`config.mk`:
```
export PLATFORM = sky130hd
export DESIGN_NAME = dragon_engine
export DESIGN_NICKNAME = d
export VERILOG_FILES = /design/src/logic/dragon_behaviour_pkg.sv /design/src/logic/grid_geometry_pkg.sv /design/src/logic/dragon_behaviour_fsm.sv /design/src/logic/dragon_config_regs.sv /design/src/logic/dragon_engine.sv /design/src/logic/dragon_head_stepper.sv /design/src/logic/dragon_target_select.sv
export VERILOG_INCLUDE_DIRS = /design/src /design/src/logic
export SDC_FILE = /design/constraint.sdc
export NUM_CORES = 1
export LEC_CHECK = 0
export BUFFER_PORTS_ARGS = -buffer_cell sky130_fd_sc_hd__buf_2
export CAP_MARGIN = 40
export CELL_PAD_IN_SITES_DETAIL_PLACEMENT = 1
export CELL_PAD_IN_SITES_GLOBAL_PLACEMENT = 1
export CORE_MARGIN = 3
export CORE_UTILIZATION = 45
export CTS_BUF_LIST = sky130_fd_sc_hd__clkbuf_8
export DETAILED_ROUTE_END_ITERATION = 10
export PLACE_DENSITY_LB_ADDON = 0.1
export RECOVER_POWER = 100
export SYNTH_ARGS = -nofsm -noshare
export SYNTH_HDL_FRONTEND = slang
export SYNTH_HIERARCHICAL = 1
export SYNTH_SLANG_ARGS = --single-unit
```
`constraint.sdc`:
```
create_clock -name frame_clk -period 16 [get_ports frame_clk]
set_input_delay 0.8 -clock frame_clk [delete_from_list [all_inputs] [get_ports frame_clk]]
set_output_delay 0.8 -clock frame_clk [all_outputs]
set_load 0.005 [all_outputs]
```
`src/logic/dragon_settings.svh`:
```
// Grid size, start values and register reset values; include wherever these are needed
`ifndef DRAGON_SETTINGS_SVH
`define DRAGON_SETTINGS_SVH

// Grid geometry
// Bits per row or column, 16 by 16 grid
`define GRID_COORD_BITS 4

// Dragon start values
`define DRAGON_START_TILE 8'h88     // Row 8, column 8, middle of the grid
`define DRAGON_START_LENGTH 3       // Body length after reset

// Config register reset values
// Scatter toward the top left corner
`define DRAGON_SCATTER_RESET 8'h00

// Largest length the dragon may grow to
`define DRAGON_LIMIT_RESET 15

`endif

```
`src/logic/dragon_behaviour_pkg.sv`:
```
// Behaviour state, body length and config register address types for the dragon engine
`default_nettype none

package dragon_behaviour_pkg;

    // Behaviour state
    typedef enum logic [1:0] {
        beh_contest = 2'b00,   // Chase the nearer of player and sheep
        beh_retreat = 2'b01,   // Run to the corner away from the player
        beh_scatter = 2'b10,   // Head for the configured tile
        beh_dead    = 2'b11    // Game over, steps ignored until reset
    } behaviour_t;

    // Body length, zero only once the dragon is dead
    typedef logic [3:0] length_t;

    // Config register addresses
    typedef enum logic {
        cfg_scatter_tile = 1'b0,   // Scatter target tile
        cfg_growth_limit = 1'b1    // Largest body length
    } cfg_addr_t;

endpackage

`default_nettype wire

```
`src/logic/grid_geometry_pkg.sv`:
```
// Tile, coordinate and direction types plus small helpers, imported by the movement logic
`default_nettype none

`include "dragon_settings.svh"

package grid_geometry_pkg;

    typedef logic [`GRID_COORD_BITS-1:0]   coord_t;   // One row or one column
    typedef logic [2*`GRID_COORD_BITS-1:0] tile_t;    // Row in the upper half, column below
    typedef logic [`GRID_COORD_BITS:0]     dist_t;    // Manhattan distance, one bit wider

    // Facing direction, encoding as in the game
    typedef enum logic [1:0] {
        dir_up    = 2'b00,
        dir_right = 2'b01,
        dir_down  = 2'b10,   // Row count grows downward
        dir_left  = 2'b11
    } dir_t;

    localparam coord_t coord_max = '1;                                 // Last row or column
    localparam coord_t coord_mid = coord_t'(1 << (`GRID_COORD_BITS - 1)); // Grid halfway mark

    function automatic coord_t tile_row(tile_t tile);
        return tile[2*`GRID_COORD_BITS-1:`GRID_COORD_BITS];
    endfunction

    function automatic coord_t tile_col(tile_t tile);
        return tile[`GRID_COORD_BITS-1:0];
    endfunction

    function automatic tile_t make_tile(coord_t row, coord_t col);
        return {row, col};
    endfunction

    // Absolute difference of two coordinates
    function automatic coord_t coord_dist(coord_t a, coord_t b);
        return (a > b) ? (a - b) : (b - a);
    endfunction

endpackage

`default_nettype wire

```
`src/logic/dragon_behaviour_fsm.sv`:
```
// Registered head, facing, length and behaviour state of the dragon, with event pulses
`default_nettype none
`timescale 1ns/1ps

`include "dragon_settings.svh"

module dragon_behaviour_fsm (
    input  wire logic                            frame_clk,
    input  wire logic                            rst,
    input  wire logic                            step,          // One move per strobe
    input  wire logic                            player_strike, // Sampled with step
    input  wire grid_geometry_pkg::tile_t        player_tile,
    input  wire grid_geometry_pkg::tile_t        sheep_tile,
    input  wire grid_geometry_pkg::tile_t        target_tile,
    input  wire grid_geometry_pkg::tile_t        next_tile,
    input  wire grid_geometry_pkg::dir_t         next_dir,
    input  wire dragon_behaviour_pkg::length_t   growth_limit,
    output grid_geometry_pkg::tile_t             head_tile,
    output grid_geometry_pkg::dir_t              head_dir,
    output dragon_behaviour_pkg::length_t        body_length,
    output dragon_behaviour_pkg::behaviour_t     behaviour_state,
    output logic                                 sheep_eaten,
    output logic                                 player_caught,
    output logic                                 dragon_hurt
);

    import grid_geometry_pkg::*;
    import dragon_behaviour_pkg::*;

    logic    hits_player;   // New head lands on the player
    logic    hits_sheep;    // New head lands on the sheep
    logic    at_target;
    length_t length_dec;
    length_t length_inc;    // Grown length, clamped to the limit

    assign hits_player = (next_tile == player_tile);
    assign hits_sheep  = (next_tile == sheep_tile);
    assign at_target   = (next_tile == target_tile);

    assign length_dec = body_length - 1'b1;
    assign length_inc = (body_length >= growth_limit) ? growth_limit : body_length + 1'b1;

    always_ff @(posedge frame_clk) begin
        if (rst) begin
            head_tile       <= `DRAGON_START_TILE;
            head_dir        <= dir_up;
            body_length     <= length_t'(`DRAGON_START_LENGTH);
            behaviour_state <= beh_scatter;
            sheep_eaten     <= 1'b0;
            player_caught   <= 1'b0;
            dragon_hurt     <= 1'b0;
        end else begin
            // Pulses last one cycle
            sheep_eaten   <= 1'b0;
            player_caught <= 1'b0;
            dragon_hurt   <= 1'b0;

            if (step && behaviour_state != beh_dead) begin
                head_tile <= next_tile;
                head_dir  <= next_dir;

                case (behaviour_state)
                    beh_contest: begin
                        // Player outranks the sheep when both share the tile
                        if (hits_player && player_strike) begin
                            dragon_hurt     <= 1'b1;
                            body_length     <= length_dec;
                            behaviour_state <= (length_dec == '0) ? beh_dead : beh_retreat;
                        end else if (hits_player) begin
                            player_caught   <= 1'b1;
                            behaviour_state <= beh_scatter;
                        end else if (hits_sheep) begin
                            sheep_eaten     <= 1'b1;
                            body_length     <= length_inc;
                            behaviour_state <= beh_scatter;
                        end
                    end
                    beh_retreat, beh_scatter: begin
                        if (at_target) begin
                            behaviour_state <= beh_contest;   // Back into the fight
                        end
                    end
                    default: ;
                endcase
            end
        end
    end

    // Growth never carries the length past the limit in force at that step
    a_length_limit: assert property (
        @(posedge frame_clk) disable iff (rst)
        (body_length > $past(body_length)) |-> (body_length <= $past(growth_limit))
    ) else $error("body length grew past growth_limit");

    // Head moves at most one tile per axis on a step
    a_single_tile: assert property (
        @(posedge frame_clk) disable iff (rst)
        step |=> (coord_dist(tile_row(head_tile), tile_row($past(head_tile))) <= 1)
              && (coord_dist(tile_col(head_tile), tile_col($past(head_tile))) <= 1)
    ) else $error("head jumped more than one tile");

endmodule

`default_nettype wire

```
`src/logic/dragon_config_regs.sv`:
```
// Register block for the scatter tile and growth limit, written by a single-cycle strobe
`default_nettype none
`timescale 1ns/1ps

`include "dragon_settings.svh"

module dragon_config_regs (
    input  wire logic                          frame_clk,
    input  wire logic                          rst,
    input  wire logic                          cfg_write,    // Write strobe
    input  wire dragon_behaviour_pkg::cfg_addr_t cfg_addr,
    input  wire grid_geometry_pkg::tile_t      cfg_data,
    output grid_geometry_pkg::tile_t           scatter_tile,
    output dragon_behaviour_pkg::length_t      growth_limit
);

    import dragon_behaviour_pkg::*;

    length_t limit_raw;     // Low nibble of the write data
    length_t limit_wdata;   // Same nibble with zero promoted to one

    assign limit_raw = cfg_data[$bits(length_t)-1:0];

    // A limit of zero would leave no room for a body
    assign limit_wdata = (limit_raw == '0) ? length_t'(1) : limit_raw;

    always_ff @(posedge frame_clk) begin
        if (rst) begin
            scatter_tile <= `DRAGON_SCATTER_RESET;
            growth_limit <= length_t'(`DRAGON_LIMIT_RESET);
        end else if (cfg_write) begin
            case (cfg_addr)
                cfg_scatter_tile: scatter_tile <= cfg_data;       // Whole byte is the tile
                cfg_growth_limit: growth_limit <= limit_wdata;
                default: ;
            endcase
        end
    end

    // Engine relies on a nonzero limit when clamping growth
    a_limit_nonzero: assert property (
        @(posedge frame_clk) disable iff (rst)
        growth_limit != '0
    ) else $error("growth_limit reached zero");

endmodule

`default_nettype wire

```
`src/logic/dragon_engine.sv`:
```
// Dragon movement engine top, joins config registers, target select, stepper and FSM
`default_nettype none
`timescale 1ns/1ps

module dragon_engine (
    input  wire logic                              frame_clk,
    input  wire logic                              rst,
    input  wire logic                              step,
    input  wire logic                              player_strike,
    input  wire grid_geometry_pkg::tile_t          player_tile,
    input  wire grid_geometry_pkg::tile_t          sheep_tile,
    input  wire logic                              cfg_write,
    input  wire dragon_behaviour_pkg::cfg_addr_t   cfg_addr,
    input  wire grid_geometry_pkg::tile_t          cfg_data,
    output wire grid_geometry_pkg::tile_t          head_tile,
    output wire grid_geometry_pkg::dir_t           head_dir,
    output wire dragon_behaviour_pkg::length_t     body_length,
    output wire dragon_behaviour_pkg::behaviour_t  behaviour_state,
    output wire logic                              sheep_eaten,
    output wire logic                              player_caught,
    output wire logic                              dragon_hurt
);

    import grid_geometry_pkg::*;
    import dragon_behaviour_pkg::*;

    tile_t   scatter_tile;   // From the register block
    length_t growth_limit;
    tile_t   target_tile;    // Chosen goal this cycle
    tile_t   next_tile;      // Head after one step
    dir_t    next_dir;

    dragon_config_regs u_config_regs (
        .frame_clk    (frame_clk),
        .rst          (rst),
        .cfg_write    (cfg_write),
        .cfg_addr     (cfg_addr),
        .cfg_data     (cfg_data),
        .scatter_tile (scatter_tile),
        .growth_limit (growth_limit)
    );

    // Goal follows the registered state and head
    dragon_target_select u_target_select (
        .state        (behaviour_state),
        .head_tile    (head_tile),
        .player_tile  (player_tile),
        .sheep_tile   (sheep_tile),
        .scatter_tile (scatter_tile),
        .target_tile  (target_tile)
    );

    dragon_head_stepper u_head_stepper (
        .head_tile   (head_tile),
        .head_dir    (head_dir),
        .target_tile (target_tile),
        .next_tile   (next_tile),
        .next_dir    (next_dir)
    );

    dragon_behaviour_fsm u_behaviour_fsm (
        .frame_clk       (frame_clk),
        .rst             (rst),
        .step            (step),
        .player_strike   (player_strike),
        .player_tile     (player_tile),
        .sheep_tile      (sheep_tile),
        .target_tile     (target_tile),
        .next_tile       (next_tile),
        .next_dir        (next_dir),
        .growth_limit    (growth_limit),
        .head_tile       (head_tile),
        .head_dir        (head_dir),
        .body_length     (body_length),
        .behaviour_state (behaviour_state),
        .sheep_eaten     (sheep_eaten),
        .player_caught   (player_caught),
        .dragon_hurt     (dragon_hurt)
    );

endmodule

`default_nettype wire

```
`src/logic/dragon_head_stepper.sv`:
```
// Combinational one-tile step of the dragon head toward its target, with the new facing
`default_nettype none
`timescale 1ns/1ps

module dragon_head_stepper (
    input  wire grid_geometry_pkg::tile_t head_tile,
    input  wire grid_geometry_pkg::dir_t  head_dir,
    input  wire grid_geometry_pkg::tile_t target_tile,
    output grid_geometry_pkg::tile_t      next_tile,
    output grid_geometry_pkg::dir_t       next_dir
);

    import grid_geometry_pkg::*;

    coord_t head_row;
    coord_t head_col;
    coord_t next_row;
    coord_t next_col;

    // One unit toward the goal, none when already there
    function automatic coord_t step_toward(coord_t from, coord_t goal);
        if (from < goal) begin
            return from + 1'b1;
        end else if (from > goal) begin
            return from - 1'b1;
        end
        return from;
    endfunction

    assign head_row = tile_row(head_tile);
    assign head_col = tile_col(head_tile);

    // Both axes step together, diagonal moves allowed
    assign next_row = step_toward(head_row, tile_row(target_tile));
    assign next_col = step_toward(head_col, tile_col(target_tile));

    assign next_tile = make_tile(next_row, next_col);

    // Column movement wins the facing
    always_comb begin
        if (next_col > head_col) begin
            next_dir = dir_right;
        end else if (next_col < head_col) begin
            next_dir = dir_left;
        end else if (next_row > head_row) begin
            next_dir = dir_down;    // Rows count downward
        end else if (next_row < head_row) begin
            next_dir = dir_up;
        end else begin
            next_dir = head_dir;    // No move, keep facing
        end
    end

endmodule

`default_nettype wire

```
`src/logic/dragon_target_select.sv`:
```
// Combinational target choice for the dragon head from behaviour state and entity tiles
`default_nettype none
`timescale 1ns/1ps

module dragon_target_select (
    input  wire dragon_behaviour_pkg::behaviour_t state,
    input  wire grid_geometry_pkg::tile_t         head_tile,
    input  wire grid_geometry_pkg::tile_t         player_tile,
    input  wire grid_geometry_pkg::tile_t         sheep_tile,
    input  wire grid_geometry_pkg::tile_t         scatter_tile,
    output grid_geometry_pkg::tile_t              target_tile
);

    import grid_geometry_pkg::*;
    import dragon_behaviour_pkg::*;

    coord_t head_row;
    coord_t head_col;
    coord_t player_row;
    coord_t player_col;
    coord_t sheep_row;
    coord_t sheep_col;

    dist_t  dist_player;     // Head to player, Manhattan
    dist_t  dist_sheep;      // Head to sheep, Manhattan
    logic   player_nearer;   // Strictly nearer, ties go to the sheep

    coord_t retreat_row;
    coord_t retreat_col;

    // Split tiles into coordinates
    assign head_row   = tile_row(head_tile);
    assign head_col   = tile_col(head_tile);
    assign player_row = tile_row(player_tile);
    assign player_col = tile_col(player_tile);
    assign sheep_row  = tile_row(sheep_tile);
    assign sheep_col  = tile_col(sheep_tile);

    // Sums widened by one bit so 15 + 15 does not wrap
    assign dist_player = dist_t'(coord_dist(head_row, player_row))
                       + dist_t'(coord_dist(head_col, player_col));
    assign dist_sheep  = dist_t'(coord_dist(head_row, sheep_row))
                       + dist_t'(coord_dist(head_col, sheep_col));

    assign player_nearer = (dist_player < dist_sheep);

    // Farthest corner from the player, decided per axis
    assign retreat_row = (player_row < coord_mid) ? coord_max : '0;   // Player on top half
    assign retreat_col = (player_col < coord_mid) ? coord_max : '0;   // Player on left half

    always_comb begin
        case (state)
            beh_contest: target_tile = player_nearer ? player_tile : sheep_tile;
            beh_retreat: target_tile = make_tile(retreat_row, retreat_col);
            beh_scatter: target_tile = scatter_tile;
            // Dead: aim at the head itself so nothing moves
            default:     target_tile = head_tile;
        endcase
    end

endmodule

`default_nettype wire

```
==> results.py, run 1 <==
metrics = {
    "die": {
        "dieArea_um2": 10700,
        "core_area_um2": 8980,
        "io_pins": 49,
        "start_util_pct": 47.5,
        "die_h_um": 103,
        "rows": 34,
        "die_w_um": 103,
    },
    "worst_hold_path": {
        "holdPathStages": 1,
        "holdCritStartpoint": "u_config_regs/growth_limit[2]",
        "hp-class": "reg2reg",
        "hold_end": "u_config_regs/growth_limit[2]",
    },
    "global_routing": {
        "grt_pass1_vias": 3973,
        "grt_max_degree": 31,
        "antenna_found_initial": 0,
        "grtUsageTotal_pct": 23.0,
        "grt_pass1_wl_um": 19600,
        "gr-total-overflow": 0,
    },
    "clock_tree": {
        "cts_tree": "built",
        "ctsHoldBuffers": 0,
        "post_cts_resized": 0,
        "cts_sinks": 31,
        "cts_inserted_buffers": 5,
        "postCtsSetupBuffers": 0,
        "cts_buffer_depth": 2,
        "clock_latency_ps": 290,
        "clock-root-buffer": "clkbuf_8",
        "htree_levels": 2,
        "path_clk_slew_ps": 70,
    },
    "worst_setup_path": {
        "ff2ff_path_depth": 32,
        "startpoint_type": "flip-flop",
        "worstSetupPathType": "reg2reg",
        "endpoint_kind": "flip-flop",
        "rr_startpoint": "u_behaviour_fsm/head_tile[0]",
        "path_max_fanout": 13,
        "regToRegSetupSlack_ps": 6130,
        "arrival_ps": 10020,
        "cpPeakStageDelay_ps": 1250,
        "critPathRequiredTime_ps": 16150,
        "rr_endpoint": "u_behaviour_fsm/body_length[0]",
        "path_common_cell": "ha_1",
        "cp_slowest_cell": "nor4b_1",
    },
    "drt": {
        "vias": 3737,
        "routedWlPerCell_um": 17.5,
        "drtAntennaViolNets": 0,
        "drc": 0,
        "wl_um": 11700,
        "via_per_inst": 5.59,
        "drt_iter0_drc": 130,
        "firstDrtPassIters": 4,
    },
    "sta": {
        "finalCritPeriodShare_pct": 61.7,
        "hold_viol": 0,
        "fin_tns_setup_ps": 0,
        "rsz0062_at_grt": "false",
        "layout_min_cycle_time_ps": 9870,
        "fmax_mhz": 101,
        "max_slew_margin_pct": -3.68,
        "clock_skew_ps": 6.24,
        "setup_viol": 0,
        "setup_ws_ps": 6130,
        "finalMaxSlewViolations": 9,
        "worstMarginPinSlew_ps": 1530,
    },
    "power": {
        "p_int_w": 0.000472,
        "p_leak_nw": 2.24,
        "power.share.clock_pct": 8.7,
        "ir_drop_v": 0.000135,
        "switching_share_pct": 50.0,
        "powerDensity_nw_per_um2": 204,
        "comb_power_share_pct": 79.0,
        "p_seq_share_pct": 12.3,
        "p_switching_w": 0.000472,
    },
    "synthesis": {
        "synth_cells": 497,
        "ys_seq_area_share_pct": 14.5,
        "synth.avg_cell_area_um2": 8.58,
        "synth_edf_count": 0,
        "synth_ff_type": "dfxtp_1",
        "netlist_area_um2": 4270,
        "ys_types": 59,
        "async_reset_ff_share_pct": 0,
        "synth-seq-cells": 31,
        "yosysWarnings": 6,
        "synthesis.nets": 608,
    },
    "cells_and_area": {
        "syn2layout_area_growth_pct": 8.71,
        "diodes": 0,
        "drive_gt1_share_pct": 13.5,
        "fillCellCount": 1104,
        "fin_nets": 652,
    },
    "status": {
        "status": "finished, violations left",
        "violations": "capacitance limit, slew limit",
    },
    "flow_run": {
        "cap_violations": 1,
    },
    "placed_design": {
        "place_congestion": 0.832,
        "place_ws_ps": 7740,
        "dp_hpwl_um": 9650,
        "port_buffers": 48,
    },
}
synthesized netlist by cell type, types with 11 or more instances:
library cell | instances | share of area [%]
inv_1 | 65 | 5.7
fa_1 | 12 | 5.6
a21o_1 | 18 | 3.2
xor2_1 | 13 | 2.7
a21oi_1 | 30 | 3.5
nand3_1 | 11 | 1.3
ha_1 | 69 | 20
nor2_1 | 26 | 2.3
nand2_1 | 38 | 3.3
mux2_2 | 21 | 5.5
mux2i_1 | 31 | 7.3
dfxtp_1 | 31 | 15
xnor2_1 | 24 | 4.9
cell families (layout without fill, tap and decap cells):
kind of cell               count (synthesis)  in the layout  synth area share, %
muxes                                     52             52                 12.8
DFF                                       31             31                 14.5
xor gates and xnor gates                  37             37                 7.60
adders and majority gates                 81             81                 25.9
AOI/OAI and AO/OA                        101            101                 16.9
buffers and inverters                     76            121                 7.39
and+or+nand+nor                          119            119                 14.9
per-stage QoR:
stage / cell area [µm²] / instances / power (W) / util [%] / hold slack [ps]
floorplan: 4270 / 497 / 0.000711 / - / 435
global placement: 4590 / 660 / 0.000853 / 51.2 / 449
detailed placement: 4590 / 660 / 0.000892 / 51.2 / 458
CTS: 4710 / 668 / 0.000981 / 52.5 / 475
global route: 4640 / 668 / 0.00107 / 51.7 / 514
finish: 4640 / 668 / 0.000944 / 51.7 / 473
state kept, by name (all words and copies together) (netlist names):
name	count
u_behaviour_fsm/dragon_hurt	1
u_behaviour_fsm/behaviour_state	2
u_behaviour_fsm/sheep_eaten	1
u_behaviour_fsm/player_caught	1
u_behaviour_fsm/body_length	4
u_config_regs/scatter_tile	8
u_behaviour_fsm/head_tile	8
u_behaviour_fsm/head_dir	2
u_config_regs/growth_limit	4
how the worst max path moves through the flow:
stage                                               to                         start  slack [ps]
finish                  u_behaviour_fsm/body_length[0]  u_behaviour_fsm/head_tile[0]        6130
CTS                     u_behaviour_fsm/body_length[0]  u_behaviour_fsm/head_tile[0]        7900
detailed placement      u_behaviour_fsm/body_length[0]                 sheep_tile[1]        7740
global placement        u_behaviour_fsm/body_length[0]                 sheep_tile[1]        8000
floorplan           u_behaviour_fsm/behaviour_state[1]                player_tile[4]        9110
global route            u_behaviour_fsm/body_length[0]  u_behaviour_fsm/head_tile[0]        4990
final cells by class:
class	count	area (µm²)	share of cell area (%)
Tap cell	126	158	3.40
Clock inverter	2	35.0	0.755
Multi-Input combinational cell	390	3280	70.6
Inverter	65	244	5.26
Sequential cell	31	621	13.4
Timing Repair Buffer	48	223	4.80
Clock buffer	6	82.6	1.78
power by group through the flow:
| stage | registers (W) | logic [W] | clock network [W] |
|---|---|---|---|
| after CTS | 0.000117 | 0.000780 | 0.0000838 |
| after global placement | 0.000117 | 0.000736 | 0 |
| final | 0.000116 | 0.000746 | 0.0000823 |
| after global routing | 0.000120 | 0.000861 | 0.0000874 |
| after floorplan | 0.000108 | 0.000603 | 0 |
| after detailed placement | 0.000118 | 0.000774 | 0 |
layer usage:
layer  vias up  wire length (µm)  track usage [%]
met4         0                66             4.18
met1      1835              5860             32.4
met5         -                 0                0
met2        59              5480             37.8
met3         8               309             3.15
li1       1835                 -                -
worst max-delay path, delay by kind of cell (launching register included):
family,cells,cell delay (ps)
compound gates,8,2430
xor+xnor,3,880
mux,3,720
flops,1,620
buf+inv,3,290
simple gates,9,3120
fa+ha+maj,6,1680
cell usage in the layout, fill, tap and decap left out, types with 7 or more instances in the layout:
cell / count
a221o_1: 8
mux2_2: 21
xnor2_1: 24
xor2_1: 13
clkbuf_1: 14
a21o_1: 18
nor3_1: 7
ha_1: 69
buf_2: 34
a21oi_1: 31
fa_1: 12
mux2i_1: 31
o21ai_0: 12
inv_1: 65
nand3_1: 12
nand4_1: 7
nand2_1: 38
nor2_1: 26
dfxtp_1: 31
Note: power is estimated with default switching activity, not from simulation.
==> run 2: changes to the inputs <==
--- a/config.mk
+++ b/config.mk
@@ -11,7 +11,7 @@
 export CELL_PAD_IN_SITES_DETAIL_PLACEMENT = 1
 export CELL_PAD_IN_SITES_GLOBAL_PLACEMENT = 1
 export CORE_MARGIN = 3
-export CORE_UTILIZATION = 45
+export CORE_UTILIZATION = 42
 export CTS_BUF_LIST = sky130_fd_sc_hd__clkbuf_8
 export DETAILED_ROUTE_END_ITERATION = 10
 export PLACE_DENSITY_LB_ADDON = 0.1
==> constraint.sdc (replaced) <==
create_clock -name frame_clk -period 8.1 [get_ports frame_clk]
set_input_delay 0.405 -clock frame_clk [delete_from_list [all_inputs] [get_ports frame_clk]]
set_output_delay 0.405 -clock frame_clk [all_outputs]
set_load 0.005 [all_outputs]
==> results.py, run 2 (synthesized netlist as in run 1, its figures left out) <==
metrics = {
    "placed_design": {
        "port_buffers": 48,
        "place_ws_ps": 141,
        "place_congestion": 0.890,
        "dp_hpwl_um": 9890,
        "dp.cells": 672,
    },
    "drt": {
        "via_per_inst": 5.42,
        "firstDrtPassIters": 4,
        "drt_iter0_drc": 119,
        "routedWlPerCell_um": 17.3,
        "drc": 0,
        "wl_um": 11900,
        "drtAntennaViolNets": 0,
        "vias": 3725,
    },
    "worst_setup_path": {
        "worstSetupPathType": "reg2reg",
        "cpPeakStageDelay_ps": 460,
        "endpoint_kind": "flip-flop",
        "rr_startpoint": "u_behaviour_fsm/head_tile[0]",
        "ff2ff_path_depth": 34,
        "regToRegSetupSlack_ps": 580,
        "cp_slowest_cell": "dfxtp_2",
        "path_common_cell": "ha_1",
        "arrival_ps": 7640,
        "rr_endpoint": "u_behaviour_fsm/body_length[3]",
        "startpoint_type": "flip-flop",
        "path_max_fanout": 13,
        "critPathRequiredTime_ps": 8220,
    },
    "clock_tree": {
        "cts_sinks": 31,
        "cts_inserted_buffers": 5,
        "htree_levels": 2,
        "clock-root-buffer": "clkbuf_8",
        "path_clk_slew_ps": 70,
        "ctsHoldBuffers": 0,
        "cts_buffer_depth": 2,
        "cts_tree": "built",
        "clock_latency_ps": 290,
    },
    "sta": {
        "fin_hold_ws_ps": 378,
        "hold_viol": 0,
        "clock_skew_ps": 10.6,
        "finalCritPeriodShare_pct": 92.8,
        "finalMaxSlewViolations": 0,
        "max_slew_margin_pct": 8.95,
        "worstMarginPinSlew_ps": 1370,
        "setup_viol": 0,
        "setup_ws_ps": 583,
        "layout_min_cycle_time_ps": 7520,
        "fmax_mhz": 133,
    },
    "global_routing": {
        "use_met3_pct": 3.07,
        "grt_pass1_vias": 3828,
        "grt_use_met2_pct": 34.1,
        "grtUsageTotal_pct": 21.2,
        "grt_max_degree": 31,
        "antenna_found_initial": 0,
        "gr-total-overflow": 0,
        "grt-busiest-layer": "met2",
        "grt_pass1_wl_um": 19300,
        "use_met1_pct": 29.9,
    },
    "power": {
        "p_leak_nw": 2.34,
        "ir_drop_v": 0.000274,
        "powerDensity_nw_per_um2": 413,
    },
    "flow_run": {
        "cap_violations": 0,
    },
    "die": {
        "start_util_pct": 43.5,
        "io_pins": 49,
        "rows": 36,
        "die_w_um": 107,
        "core_area_um2": 9820,
        "dieArea_um2": 11400,
        "die_h_um": 107,
    },
    "worst_hold_path": {
        "hold_end": "u_config_regs/scatter_tile[6]",
        "hp-class": "in2reg",
        "holdCritStartpoint": "cfg_data[6]",
        "holdPathStages": 3,
    },
    "cells_and_area": {
        "reg.largest.list": "u_behaviour_fsm/head_tile (8), u_config_regs/scatter_tile (8)",
        "instances_no_fill": 687,
        "syn2layout_area_growth_pct": 12.7,
        "final_common_cell": "ha_1",
        "diodes": 0,
        "fin_nets": 665,
        "final_cell_mix": "69 x ha_1, 65 x inv_1, 45 x buf_2",
        "drive_gt1_share_pct": 19.5,
        "fillCellCount": 1226,
    },
    "status": {
        "status": "completed",
    },
}
run 2: area by class of cell:
| type | instances | area [µm²] | area share, % |
|---|---|---|---|
| Sequential cell | 31 | 622 | 12.9 |
| Tap cell | 133 | 166 | 3.46 |
| Clock inverter | 1 | 5.00 | 0.104 |
| Timing Repair Buffer | 61 | 330 | 6.87 |
| Multi-Input combinational cell | 390 | 3360 | 69.8 |
| Inverter | 65 | 244 | 5.07 |
| Clock buffer | 6 | 82.6 | 1.72 |
run 2: power breakdown:
| group | switching [W] | total [W] | internal [W] |
|---|---|---|---|
| Combinational | 0.000894 | 0.00164 | 0.000746 |
| Clock | 0.0000576 | 0.000124 | 0.0000666 |
| Sequential | 0.0000478 | 0.000221 | 0.000173 |
| Total | 0.000999 | 0.00199 | 0.000986 |
run 2: how the worst max path moves through the flow:
stage | start | end | slack, ps | cells after the start
detailed placement | u_behaviour_fsm/head_tile[0] | u_behaviour_fsm/body_length[0] | 140 | 32
global placement | u_behaviour_fsm/head_tile[0] | u_behaviour_fsm/body_length[0] | 530 | 30
floorplan | u_behaviour_fsm/head_tile[0] | u_behaviour_fsm/behaviour_state[1] | 1420 | 32
finish | u_behaviour_fsm/head_tile[0] | u_behaviour_fsm/body_length[3] | 580 | 34
global route | u_behaviour_fsm/head_tile[0] | u_behaviour_fsm/body_length[3] | -20 | 34
CTS | u_behaviour_fsm/head_tile[0] | u_behaviour_fsm/body_length[3] | 100 | 32
run 2: through the flow:
step | setup TNS [ps] | util, % | power [W] | cell area (µm²)
after floorplan | 0 | - | 0.00141 | 4270
after global placement | 0 | 47.2 | 0.00173 | 4640
after detailed placement | 0 | 47.2 | 0.00180 | 4640
after CTS | 0 | 48.1 | 0.00193 | 4730
after global routing | -32.5 | 49.0 | 0.00221 | 4810
final | 0 | 49.0 | 0.00199 | 4810
run 2: repair_timing:
item,4_1_cts,5_1_grt
endpoints found under the hold margin,0,0
resized for setup,0,6
setup endpoints to repair,0,9
setup buffers,0,8
run 2: worst max-delay path, delay by kind of cell (launching register included):
| family | cells | cell delay [ps] |
|---|---|---|
| fa+ha+maj | 6 | 1630 |
| xor+xnor | 2 | 510 |
| simple gates | 7 | 850 |
| compound gates | 11 | 2600 |
| mux | 3 | 710 |
| flops | 1 | 460 |
| buf+inv | 5 | 590 |
run 2: layer usage:
layer  wire, µm  share of wire, %
met5          0                 0
met4        195               1.6
met3        362               3.0
met2       5480                46
met1       5830                49
==> run 3: changes to the inputs <==
--- a/config.mk
+++ b/config.mk
@@ -11,7 +11,7 @@
 export CELL_PAD_IN_SITES_DETAIL_PLACEMENT = 1
 export CELL_PAD_IN_SITES_GLOBAL_PLACEMENT = 1
 export CORE_MARGIN = 3
-export CORE_UTILIZATION = 42
+export CORE_UTILIZATION = 45
 export CTS_BUF_LIST = sky130_fd_sc_hd__clkbuf_8
 export DETAILED_ROUTE_END_ITERATION = 10
 export PLACE_DENSITY_LB_ADDON = 0.1
==> constraint.sdc (replaced) <==
create_clock -name frame_clk -period 9.2 [get_ports frame_clk]
set_input_delay 0.46 -clock frame_clk [delete_from_list [all_inputs] [get_ports frame_clk]]
set_output_delay 0.46 -clock frame_clk [all_outputs]
set_load 0.005 [all_outputs]
==> results.py, run 3 (synthesized netlist as in run 1, its figures left out) <==
metrics = {
    "drt": {
        "drt_iter0_drc": 103,
        "via_per_inst": 5.61,
        "vias": 3748,
        "routedWlPerCell_um": 17.4,
        "wl_um": 11600,
        "drc": 0,
        "drtAntennaViolNets": 0,
        "firstDrtPassIters": 4,
    },
    "clock_tree": {
        "clock-root-buffer": "clkbuf_8",
        "cts_buffer_depth": 2,
        "cts_sinks": 31,
        "cts_inserted_buffers": 5,
        "ctsHoldBuffers": 0,
        "cts_tree": "built",
        "post_cts_resized": 0,
        "clock_latency_ps": 300,
        "htree_levels": 2,
        "path_clk_slew_ps": 80,
        "postCtsSetupBuffers": 0,
    },
    "status": {
        "status": "completed",
    },
    "global_routing": {
        "grt_max_degree": 31,
        "grtUsageTotal_pct": 22.9,
        "antenna_found_initial": 0,
        "gr-total-overflow": 0,
        "grt_pass1_vias": 3807,
        "grt_pass1_wl_um": 19100,
    },
    "sta": {
        "rsz0062_at_grt": "false",
        "clock_skew_ps": 11.5,
        "layout_min_cycle_time_ps": 8170,
        "worstMarginPinSlew_ps": 1350,
        "setup_viol": 0,
        "fmax_mhz": 122,
        "hold_viol": 0,
        "max_slew_margin_pct": 9.82,
        "fin_tns_setup_ps": 0,
        "finalMaxSlewViolations": 0,
        "finalCritPeriodShare_pct": 88.8,
    },
    "cells_and_area": {
        "final_common_cell": "ha_1",
        "fin_nets": 652,
        "reg.largest.list": "u_behaviour_fsm/head_tile (8), u_config_regs/scatter_tile (8)",
        "multi_input_area_um2": 3330,
        "fillCellCount": 1110,
        "diodes": 0,
        "final_cell_mix": "69 x ha_1, 65 x inv_1, 38 x nand2_1",
        "syn2layout_area_growth_pct": 9.94,
        "regArea_um2": 621,
        "instances_no_fill": 668,
        "drive_gt1_share_pct": 14.8,
    },
    "die": {
        "core_area_um2": 8980,
        "start_util_pct": 47.5,
        "io_pins": 49,
        "die_h_um": 103,
        "rows": 34,
        "die_w_um": 103,
        "dieArea_um2": 10700,
    },
    "placed_design": {
        "dp_hpwl_um": 9740,
        "port_buffers": 48,
        "place_congestion": 0.850,
        "dp.cells": 660,
    },
    "worst_setup_path": {
        "path_common_cell": "ha_1",
        "critPathRequiredTime_ps": 9310,
        "cpPeakStageDelay_ps": 600,
        "regToRegSetupSlack_ps": 1030,
        "endpoint_kind": "flip-flop",
        "cp_slowest_cell": "dfxtp_1",
        "startpoint_type": "flip-flop",
        "arrival_ps": 8280,
        "path_max_fanout": 13,
        "worstSetupPathType": "reg2reg",
    },
    "flow_run": {
        "cap_violations": 0,
    },
    "power": {
        "ir_drop_v": 0.000216,
        "powerDensity_nw_per_um2": 360,
        "p_leak_nw": 2.24,
    },
    "worst_hold_path": {
        "hp-class": "in2reg",
    },
}
run 3: final cells by class:
| cell class | instances | area share [%] |
|---|---|---|
| Multi-Input combinational cell | 390 | 70.9 |
| Sequential cell | 31 | 13.2 |
| Inverter | 65 | 5.20 |
| Timing Repair Buffer | 48 | 4.77 |
| Tap cell | 126 | 3.36 |
| Clock buffer | 6 | 1.76 |
| Clock inverter | 2 | 0.747 |
run 3: stage by stage:
step                cell area [µm²]  total power [W]  utilization (%)  hold WS, ps  setup slack [ps]
floorplan                      4270          0.00124                -          435              2520
global placement               4590          0.00148             51.2          455              1680
detailed placement             4590          0.00155             51.2          468              1300
CTS                            4710          0.00170             52.5          407              1270
global route                   4690          0.00189             52.3          423               328
finish                         4690          0.00169             52.3          408              1030
run 3: path summary, 6_finish.rpt:
check	to	start	cells after the start
worst max register to register	u_behaviour_fsm/body_length[3]	u_behaviour_fsm/head_tile[0]	30
worst min-delay path	u_config_regs/scatter_tile[5]	cfg_data[5]	3
worst max-delay path	u_behaviour_fsm/body_length[3]	u_behaviour_fsm/head_tile[0]	30
worst min register to register	u_config_regs/growth_limit[2]	u_config_regs/growth_limit[2]	1
run 3: worst max-delay path: cells and delay by family (launching register included):
family	cells	cell delay, ps
compound gates	9	2340
xor+xnor	3	870
fa+ha+maj	6	1900
buf+inv	3	270
flops	1	600
mux	2	510
simple gates	7	1490
run 3: report_power, final:
part | switching [W] | internal (W) | total, W
Sequential | 0.0000470 | 0.000152 | 0.000199
Combinational | 0.000758 | 0.000589 | 0.00135
Clock | 0.0000548 | 0.0000876 | 0.000142
Total | 0.000860 | 0.000829 | 0.00169
run 3: routing by layer:
layer / GRT usage [%] / vias to the layer above / share of wire (%)
li1: - / 1828 / -
met1: 32.4 / 1833 / 49
met2: 37.3 / 76 / 46
met3: 3.55 / 11 / 4.2
met4: 3.78 / 0 / 0.85
met5: 0 / - / 0
